==> config.mk <==
export PLATFORM = sky130hd
export DESIGN_NAME = icache_top
export DESIGN_NICKNAME = d
export VERILOG_FILES = /design/src/icache_pkg.sv /design/src/fetch_req_if.sv /design/src/refill_if.sv /design/src/fetch_port.sv /design/src/icache_core.sv /design/src/axi_refill.sv /design/src/icache_top.sv
export SDC_FILE = /design/constraint.sdc
export NUM_CORES = 2
export LEC_CHECK = 0
export BUFFER_PORTS_ARGS = -buffer_cell sky130_fd_sc_hd__buf_4
export CAP_MARGIN = 40
export CORE_ASPECT_RATIO = 1.4
export CORE_MARGIN = 4
export CORE_UTILIZATION = 25
export DETAILED_ROUTE_END_ITERATION = 8
export GPL_ROUTABILITY_DRIVEN = 0
export HOLD_SLACK_MARGIN = 0.06
export PLACE_DENSITY_LB_ADDON = 0.1
export SETUP_SLACK_MARGIN = 0.3
export SYNTH_ARGS = -nofsm -noshare
export SYNTH_HDL_FRONTEND = slang
export SYNTH_SLANG_ARGS = --single-unit
==> constraint.sdc <==
create_clock -name clk -period 14.3 [get_ports clk]
set_input_delay 2.86 -clock clk [delete_from_list [all_inputs] [get_ports clk]]
set_output_delay 2.86 -clock clk [all_outputs]
set_load 0.01 [all_outputs]
==> src/icache_pkg.sv <==
// geometry is fixed at 128 bytes, 2 ways and 16-byte blocks of 32-bit words with 32-bit addresses
package icache_pkg;

    // cache geometry
    localparam int ICACHE_BYTES = 128;
    localparam int BLOCK_BYTES  = 16;
    localparam int WAYS         = 2;
    localparam int NUM_SETS     = ICACHE_BYTES / (BLOCK_BYTES * WAYS);
    localparam int BEATS        = BLOCK_BYTES / 4;      // 32-bit words per block

    // address split: tag | index | offset
    localparam int OFFSET_W = $clog2(BLOCK_BYTES);
    localparam int INDEX_W  = $clog2(NUM_SETS);
    localparam int TAG_W    = 32 - INDEX_W - OFFSET_W;
    localparam int BEAT_W   = $clog2(BEATS);

    // request queue depth, also the credits held by the core after reset
    localparam int REQ_CREDITS = 2;
    localparam int QPTR_W      = $clog2(REQ_CREDITS);
    localparam int QCNT_W      = $clog2(REQ_CREDITS + 1);

    // fixed AXI burst shape, one block per burst
    localparam logic [7:0] AR_LEN   = 8'(BEATS - 1);
    localparam logic [2:0] AR_SIZE  = 3'b010;          // 4 bytes per beat
    localparam logic [1:0] AR_BURST = 2'b01;           // INCR

    typedef logic [31:0]              word_t;
    typedef logic [31:0]              addr_t;
    typedef logic [TAG_W-1:0]         tag_t;
    typedef logic [INDEX_W-1:0]       set_idx_t;
    typedef logic [$clog2(WAYS)-1:0]  way_t;
    typedef logic [BEAT_W-1:0]        beat_t;
    typedef word_t [BEATS-1:0]        block_t;          // indexed by beat number

    typedef struct packed {
        addr_t addr;
        logic  fence;      // invalidate all, addr ignored
    } fetch_req_t;

endpackage

==> src/fetch_req_if.sv <==
// a transfer happens only on a cycle where valid and ready are both high
`timescale 1ns/1ps

interface fetch_req_if import icache_pkg::*; ();

    logic       valid;   // head of queue present
    logic       ready;   // cache idle
    fetch_req_t req;

    modport source (
        output valid,
        output req,
        input  ready
    );

    modport sink (
        input  valid,
        input  req,
        output ready
    );

endinterface

==> src/refill_if.sv <==
// only one refill may be in flight and start must carry a block-aligned address
`timescale 1ns/1ps

interface refill_if import icache_pkg::*; ();

    logic   start;   // one-cycle pulse
    addr_t  addr;    // block aligned
    logic   done;    // one-cycle pulse, data and error valid with it
    block_t data;
    logic   error;   // any beat came back with nonzero rresp

    modport requester (
        output start,
        output addr,
        input  done,
        input  data,
        input  error
    );

    modport responder (
        input  start,
        input  addr,
        output done,
        output data,
        output error
    );

endinterface

==> src/fetch_port.sv <==
// the core must hold a credit for each request; a request into a full queue is dropped
`timescale 1ns/1ps

module fetch_port import icache_pkg::*; (
    input  logic        clk,
    input  logic        reset,
    input  logic        req_valid,
    input  addr_t       req_addr,
    input  logic        req_fence,
    output logic        req_credit,
    fetch_req_if.source out
);

    fetch_req_t        queue [REQ_CREDITS];
    logic [QPTR_W-1:0] wr_ptr;
    logic [QPTR_W-1:0] rd_ptr;
    logic [QCNT_W-1:0] count;
    logic              full;
    logic              push;
    logic              pop;

    // circular pointer step, depth need not be a power of two
    function automatic logic [QPTR_W-1:0] next_ptr(input logic [QPTR_W-1:0] p);
        return (p == QPTR_W'(REQ_CREDITS - 1)) ? '0 : p + 1'b1;
    endfunction

    assign full = (count == QCNT_W'(REQ_CREDITS));
    assign push = req_valid && !full;   // never overwrite a queued entry
    assign pop  = out.valid && out.ready;

    assign out.valid  = (count != '0);
    assign out.req    = queue[rd_ptr];
    assign req_credit = pop;            // credit goes back in the handover cycle

    always_ff @(posedge clk) begin
        if (reset) begin
            wr_ptr <= '0;
            rd_ptr <= '0;
            count  <= '0;
        end else begin
            if (push)
                wr_ptr <= next_ptr(wr_ptr);
            if (pop)
                rd_ptr <= next_ptr(rd_ptr);
            count <= count + QCNT_W'(push) - QCNT_W'(pop);
        end
    end

    // queue storage
    always_ff @(posedge clk) begin
        if (push)
            queue[wr_ptr] <= '{addr: req_addr, fence: req_fence};
    end

endmodule

==> src/icache_core.sv <==
// one miss at a time and no stall on responses; a fence drops every line and answers nothing
`timescale 1ns/1ps

module icache_core import icache_pkg::*; (
    input  logic        clk,
    input  logic        reset,
    fetch_req_if.sink   in,
    refill_if.requester refill,
    output logic        rsp_valid,
    output word_t       rsp_inst,
    output logic        rsp_error
);

    typedef enum logic [1:0] {
        IDLE,
        LOOKUP,
        MISS_WAIT,
        RESPOND
    } state_t;

    state_t          state;
    fetch_req_t      req_q;                  // request being served
    tag_t            tag_mem   [NUM_SETS][WAYS];
    block_t          data_mem  [NUM_SETS][WAYS];
    logic [WAYS-1:0] valid_mem [NUM_SETS];
    way_t            lru_mem   [NUM_SETS][WAYS];
    word_t           fill_word;              // answer after a refill
    logic            fill_err;

    tag_t     req_tag;
    set_idx_t req_idx;
    beat_t    req_beat;
    logic     hit;
    way_t     hit_way;
    logic     found_invalid;
    way_t     victim;
    logic     lookup_hit;
    logic     fill_ok;
    logic     use_en;
    way_t     use_way;

    assign req_tag  = req_q.addr[31 -: TAG_W];
    assign req_idx  = req_q.addr[OFFSET_W +: INDEX_W];
    assign req_beat = req_q.addr[OFFSET_W-1 -: BEAT_W];

    // tag compare across the indexed set
    always_comb begin
        hit     = 1'b0;
        hit_way = '0;
        for (int w = 0; w < WAYS; w++) begin
            if (valid_mem[req_idx][w] && tag_mem[req_idx][w] == req_tag) begin
                hit     = 1'b1;
                hit_way = way_t'(w);
            end
        end
    end

    // victim: highest invalid way first, else smallest counter with ties to the lower way
    always_comb begin
        found_invalid = 1'b0;
        victim        = '0;
        for (int w = 0; w < WAYS; w++) begin
            if (!valid_mem[req_idx][w]) begin
                found_invalid = 1'b1;
                victim        = way_t'(w);
            end
        end
        if (!found_invalid) begin
            for (int w = 1; w < WAYS; w++) begin
                if (lru_mem[req_idx][w] < lru_mem[req_idx][victim])
                    victim = way_t'(w);
            end
        end
    end

    assign in.ready   = (state == IDLE);
    assign lookup_hit = (state == LOOKUP) && !req_q.fence && hit;
    assign fill_ok    = (state == MISS_WAIT) && refill.done && !refill.error;
    assign use_en     = lookup_hit || fill_ok;
    assign use_way    = lookup_hit ? hit_way : victim;

    assign refill.start = (state == LOOKUP) && !req_q.fence && !hit;
    assign refill.addr  = {req_q.addr[31:OFFSET_W], {OFFSET_W{1'b0}}};

    assign rsp_valid = lookup_hit || (state == RESPOND);
    assign rsp_inst  = (state == RESPOND) ? fill_word : data_mem[req_idx][hit_way][req_beat];
    assign rsp_error = (state == RESPOND) && fill_err;

    always_ff @(posedge clk) begin
        if (reset) begin
            state <= IDLE;
        end else begin
            case (state)
                IDLE:      if (in.valid) state <= LOOKUP;
                LOOKUP:    state <= refill.start ? MISS_WAIT : IDLE;
                MISS_WAIT: if (refill.done) state <= RESPOND;
                RESPOND:   state <= IDLE;
                default:   state <= IDLE;
            endcase
        end
    end

    // valid bits and LRU counters
    always_ff @(posedge clk) begin
        if (reset) begin
            for (int s = 0; s < NUM_SETS; s++) begin
                valid_mem[s] <= '0;
                for (int w = 0; w < WAYS; w++)
                    lru_mem[s][w] <= way_t'(w);
            end
        end else if (state == LOOKUP && req_q.fence) begin
            for (int s = 0; s < NUM_SETS; s++)
                valid_mem[s] <= '0;
        end else if (use_en) begin
            if (fill_ok)
                valid_mem[req_idx][victim] <= 1'b1;
            for (int w = 0; w < WAYS; w++) begin
                if (way_t'(w) == use_way)
                    lru_mem[req_idx][w] <= way_t'(WAYS - 1);     // most recent
                else if (lru_mem[req_idx][w] != '0)
                    lru_mem[req_idx][w] <= lru_mem[req_idx][w] - 1'b1;
            end
        end
    end

    always_ff @(posedge clk) begin
        if (in.valid && in.ready)
            req_q <= in.req;
        if (refill.done) begin
            fill_err  <= refill.error;
            fill_word <= refill.error ? '0 : refill.data[req_beat];
        end
        if (fill_ok) begin                   // failed bursts leave the set alone
            tag_mem[req_idx][victim]  <= req_tag;
            data_mem[req_idx][victim] <= refill.data;
        end
    end

endmodule

==> src/axi_refill.sv <==
// single outstanding INCR burst of BEATS words with no IDs; any nonzero rresp flags the block
`timescale 1ns/1ps

module axi_refill import icache_pkg::*; (
    input  logic        clk,
    input  logic        reset,
    refill_if.responder req,
    output addr_t       araddr,
    output logic        arvalid,
    input  logic        arready,
    output logic [7:0]  arlen,
    output logic [2:0]  arsize,
    output logic [1:0]  arburst,
    input  logic        rvalid,
    output logic        rready,
    input  word_t       rdata,
    input  logic [1:0]  rresp,
    input  logic        rlast
);

    beat_t  beat_cnt;
    block_t data_q;
    logic   err_q;
    logic   done_q;
    logic   ar_fire;
    logic   r_fire;

    assign arlen   = AR_LEN;
    assign arsize  = AR_SIZE;
    assign arburst = AR_BURST;

    assign ar_fire = arvalid && arready;
    assign r_fire  = rvalid && rready;

    assign req.done  = done_q;
    assign req.data  = data_q;
    assign req.error = err_q;

    always_ff @(posedge clk) begin
        if (reset) begin
            arvalid  <= 1'b0;
            rready   <= 1'b0;
            done_q   <= 1'b0;
            beat_cnt <= '0;
        end else begin
            done_q <= r_fire && rlast;       // one cycle after the last beat
            if (req.start)
                arvalid <= 1'b1;
            else if (ar_fire)
                arvalid <= 1'b0;
            if (ar_fire) begin
                rready   <= 1'b1;
                beat_cnt <= '0;
            end else if (r_fire) begin
                beat_cnt <= beat_cnt + 1'b1;
                if (rlast)
                    rready <= 1'b0;
            end
        end
    end

    // burst payload
    always_ff @(posedge clk) begin
        if (req.start)
            araddr <= req.addr;
        if (ar_fire)
            err_q <= 1'b0;
        else if (r_fire)
            err_q <= err_q | (|rresp);
        if (r_fire)
            data_q[beat_cnt] <= rdata;
    end

endmodule

==> src/icache_top.sv <==
// the core must respect req_credit and accept every response; the AXI side is read only
`timescale 1ns/1ps

module icache_top import icache_pkg::*; (
    input  logic       clk,
    input  logic       reset,
    // core side
    input  logic       req_valid,
    input  addr_t      req_addr,
    input  logic       req_fence,
    output logic       req_credit,
    output logic       rsp_valid,
    output word_t      rsp_inst,
    output logic       rsp_error,
    // AXI read master
    output addr_t      araddr,
    output logic       arvalid,
    input  logic       arready,
    output logic [7:0] arlen,
    output logic [2:0] arsize,
    output logic [1:0] arburst,
    input  logic       rvalid,
    output logic       rready,
    input  word_t      rdata,
    input  logic [1:0] rresp,
    input  logic       rlast
);

    fetch_req_if fq ();
    refill_if    rf ();

    fetch_port i_fetch (
        .clk        (clk),
        .reset      (reset),
        .req_valid  (req_valid),
        .req_addr   (req_addr),
        .req_fence  (req_fence),
        .req_credit (req_credit),
        .out        (fq.source)
    );

    icache_core i_core (
        .clk       (clk),
        .reset     (reset),
        .in        (fq.sink),
        .refill    (rf.requester),
        .rsp_valid (rsp_valid),
        .rsp_inst  (rsp_inst),
        .rsp_error (rsp_error)
    );

    axi_refill i_refill (
        .clk     (clk),
        .reset   (reset),
        .req     (rf.responder),
        .araddr  (araddr),
        .arvalid (arvalid),
        .arready (arready),
        .arlen   (arlen),
        .arsize  (arsize),
        .arburst (arburst),
        .rvalid  (rvalid),
        .rready  (rready),
        .rdata   (rdata),
        .rresp   (rresp),
        .rlast   (rlast)
    );

endmodule

==> results_tabular.tex <==
\begin{tabular}{lr}
\hline
Metric & Value \\
\hline
\multicolumn{2}{l}{\textbf{Status}} \\
\quad Run status & finished clean \\
\multicolumn{2}{l}{\textbf{Finish}} \\
\quad Most frequent cells in the layout & sky130\_fd\_sc\_hd\_\_edfxtp\_1 (1521), sky130\_fd\_sc\_hd\_\_mux4\_2 (337), sky130\_fd\_sc\_hd\_\_buf\_4 (184) \\
\quad Most frequent standard cell in the layout excluding fill and tap cells & sky130\_fd\_sc\_hd\_\_edfxtp\_1 \\
\quad Number of cells in the finished layout apart from fillers & a little over 6000 \\
\quad Layout-stage area growth over the synthesis result & 18.3\% \\
\quad Count of nets after finishing & between 2000 and 3000 \\
\quad Core utilization of the finished layout & 29.8\% \\
\quad Layout cell share with drive strength beyond 1 & 27.8\% \\
\multicolumn{2}{l}{\textbf{Synthesis}} \\
\quad Number of distinct library cells after synthesis & 55 \\
\quad Most frequently used flop master after synthesis & sky130\_fd\_sc\_hd\_\_edfxtp\_1 \\
\quad Number of enable flip-flop cells after synthesis & 1521 \\
\quad Proportion of synthesized chip area in sequential cells & 78.2\% \\
\quad Post-synthesis register bit count & around 1500 \\
\quad Dominant combinational cell family by area after synthesis & multiplexers \\
\quad Area share of xor/xnor cells in the synthesized design & less than 1\% \\
\quad Cell Area, Synth & 0.0590 mm² \\
\quad Simple-Gate Fraction of Synth Area & about 2.0\% \\
\quad Compound-gate portion of the synthesized area & around 2.1\% \\
\quad Adder-cell share of the synthesized area & 0.127\% \\
\quad Post-synthesis area per instance & $\sim$22 µm² \\
\quad Fraction of synthesis flops using an asynchronous set or reset pin & 0\% \\
\quad Ys Warns & 0 \\
\quad Synthesized netlist cell count & $\sim$2600 \\
\quad Multiplexer share of the synthesized area & around 15\% \\
\multicolumn{2}{l}{\textbf{STA}} \\
\quad Unrepaired setup endpoints after global routing & no \\
\quad Max-slew violations & 0 \\
\quad Worst max-slew margin expressed relative to the limit & 28.4\% \\
\quad Top achievable clock speed & approximately 110 MHz \\
\quad Clock skew after layout & between 30 and 40 ps \\
\quad Aggregate negative setup slack & 0 ps \\
\quad Period minus WS final & just over 9000 ps \\
\quad Final hold violations & 0 \\
\quad Finish-stage setup viols & 0 \\
\quad Final setup margin & 5080 ps \\
\quad Slew at the pin with the worst max-slew slack & $\sim$1100 ps \\
\quad Ratio of final minimum period to clock period & 64.5\% \\
\multicolumn{2}{l}{\textbf{Critical path}} \\
\quad Setup crit start & i\_core.refill.addr[5]\$\_DFFE\_PP\_ \\
\quad Worst EP required & between 10000 and 15000 ps \\
\quad Arrival time of the worst setup path & between 6000 and 7000 ps \\
\quad Start of the worst register-to-register path & i\_core.refill.addr[5]\$\_DFFE\_PP\_ \\
\quad Critical Setup Path Class & reg2out \\
\quad Kind of start point of the critical path & register \\
\quad Capturing element type of the critical path & primary output \\
\quad Top fanout value on the critical path & 48 \\
\multicolumn{2}{l}{\textbf{Min path}} \\
\quad Start point of the worst min-delay path & i\_core.refill.addr[5]\$\_DFFE\_PP\_ \\
\quad Hold WC Path Type & reg2reg \\
\multicolumn{2}{l}{\textbf{Route}} \\
\quad Routed Wire Length & between 150000 and 200000 µm \\
\quad Total DRC errors in the routed layout & 0 \\
\quad WL/cell & roughly 26 µm \\
\quad Via/cell ratio & approximately 4.5 \\
\quad Violation count after the first detailed-route iteration & roughly 1800 \\
\quad Total number of vias & roughly 28000 \\
\quad Number of nets with antenna violations after detailed routing & 0 \\
\quad Detailed Routing Iterations Pass 1 & 7 \\
\multicolumn{2}{l}{\textbf{Die}} \\
\quad Initial cell density of the core & 25.2\% \\
\quad Ports & about 160 \\
\quad Floorplan Core Area & approximately 0.23 mm² \\
\quad Total die area & around 0.24 mm² \\
\quad Row count & 210 \\
\quad Die W & around 420 µm \\
\quad Die Height & roughly 580 µm \\
\multicolumn{2}{l}{\textbf{CTS}} \\
\quad Number of buffers inserted during clock tree synthesis & roughly 170 \\
\quad Clock transition at the registers of the reported paths & 60 ps \\
\quad Setup fix buffers added after clock tree synthesis & 0 \\
\quad Clk sinks & between 1500 and 2000 \\
\quad Maximum level of the CTS H-tree & 4 \\
\quad Clock Tree Root & sky130\_fd\_sc\_hd\_\_clkbuf\_16 \\
\quad Number of gates resized after CTS & 0 \\
\quad Number of buffers between clock root and the deepest sink & 4 \\
\quad Post-CTS Hold Fix Bufs & 0 \\
\quad CTS tree & done \\
\quad Later-pin clock latency in the skew report & approximately 810 ps \\
\multicolumn{2}{l}{\textbf{Power and ir drop}} \\
\quad Areal power density over the cells & $\sim$170 mW/mm² \\
\quad Worst vdd rail ir drop & between 0.1 and 0.15 mV \\
\quad Overall power of the completed layout & 11.9 mW \\
\quad Pleak & 22.1 nW \\
\multicolumn{2}{l}{\textbf{Placed design}} \\
\quad Number of instances in the placed design & 5782 \\
\quad Number of input and output port buffers inserted & 135 \\
\quad Post-DP HPWL & between 80000 and 90000 µm \\
\quad Post-placement worst setup slack & between 5000 and 6000 ps \\
\multicolumn{2}{l}{\textbf{GRT}} \\
\quad Antenna violations before repair & 11 \\
\quad Global-route wire length before repair & approximately 230000 µm \\
\quad Total global routing track utilization & a little over an eighth \\
\quad Pin count of the biggest net entering global routing & approximately 110 \\
\quad Vias in the first global route & 30200 \\
\quad Total gr overflow & 0 \\
\multicolumn{2}{l}{\textbf{Run}} \\
\quad Max-cap violations & 0 \\
\hline
\end{tabular}
state kept, by name, summed over array words and instances (netlist names), 2 cells and up, named ones only:
| name | flops |
|---|---|
| i_core.data_mem | 1024 |
| i_core.fill_word | 32 |
| i_core.lru_mem | 8 |
| i_core.refill.addr | 28 |
| i_core.req_beat | 2 |
| i_core.tag_mem | 208 |
| i_core.valid_mem | 8 |
| i_fetch.count | 2 |
| i_fetch.queue | 62 |
| i_refill.araddr | 28 |
| i_refill.beat_cnt | 2 |
| i_refill.req.data | 128 |
cell usage after synthesis (all sizes together) (5+ instances only):
library cell,instances,area (µm²)
a21oi,10,50.1
a221o,33,330
a221oi,36,322
a311oi,33,289
and2,5,31.3
and3,37,231
buf,85,522
clkbuf,69,259
dfxtp,21,420
edfxtp,1521,45700
ha,6,75.1
inv,16,60.1
mux2,32,360
mux2i,115,1150
mux4,337,7590
nand2,77,289
nand2b,5,31.3
nand3,5,25.0
nand4,10,68.8
nor2,32,120
nor2b,35,219
nor3,5,25.0
o21ai,8,40.0
xnor2,47,412
cell families (layout without fill, tap and decap cells):
| family | count (synthesis) | count (layout) |
|---|---|---|
| AOI/OAI and AO/OA | 143 | 143 |
| DFF | 1542 | 1542 |
| muxes | 484 | 484 |
| buffers and inverters | 171 | 546 |
| other | 2 | 20 |
| adders and majority gates | 6 | 6 |
| xor gates and xnor gates | 50 | 50 |
| and+or+nand+nor | 224 | 224 |
critical path, cell delays in order (launching register included):
cell	delay, ps
sky130_fd_sc_hd__edfxtp_1	340
sky130_fd_sc_hd__buf_4	650
sky130_fd_sc_hd__buf_4	630
sky130_fd_sc_hd__mux4_2	400
sky130_fd_sc_hd__xor2_1	260
sky130_fd_sc_hd__nor4_4	80
sky130_fd_sc_hd__buf_4	340
sky130_fd_sc_hd__nand4_4	220
sky130_fd_sc_hd__buf_4	540
sky130_fd_sc_hd__buf_4	710
sky130_fd_sc_hd__a221oi_1	220
sky130_fd_sc_hd__a311oi_1	380
sky130_fd_sc_hd__a221o_1	310
sky130_fd_sc_hd__buf_4	170
through the flow:
step | hold slack, ps | cell area [µm²]
4_1_cts | 465 | 69700
3_5_place_dp | 457 | 64600
6_report | 458 | 69800
2_1_floorplan | 421 | 59000
5_1_grt | 468 | 69700
3_3_place_gp | 444 | 63800
layer usage:
metal	global-route usage, %	vias to the layer above	wire, µm
li1	-	11600	-
met1	16.5	15100	67700
met4	3.23	2	3570
met2	23.3	606	83400
met3	2.19	240	6590
met5	0	-	13
worst paths after layout:
kind                                             end  slack (ps)  cells past startpoint
hold / removal          i_refill.araddr[5]$_DFFE_PP_         460                      0
setup / recovery                         rsp_inst[2]        5080                     13
setup reg to reg  i_core.lru_mem[0][1]$_SDFFCE_PN0P_        9310                     11
hold reg to reg         i_refill.araddr[5]$_DFFE_PP_         460                      0
area by class of cell:
class,instances,area [µm²]
Fill cell,22600,164000
Sequential cell,1542,46100
Multi-Input combinational cell,924,12200
Clock buffer,225,4570
Tap cell,3074,3850
Timing Repair Buffer,225,2380
Clock inverter,79,591
Inverter,17,63.8
Antenna cell,3,7.51
power breakdown:
group / leakage [nW] / total (mW) / switching [mW] / internal [mW]
combinational: 5.69 / 2.49 / 1.32 / 1.17
clock: 2.51 / 4.12 / 1.75 / 2.37
sequential: 13.9 / 5.27 / 0.136 / 5.13
total: 22.1 / 11.9 / 3.21 / 8.67
No activity file was read; power rests on OpenSTA's default activity.
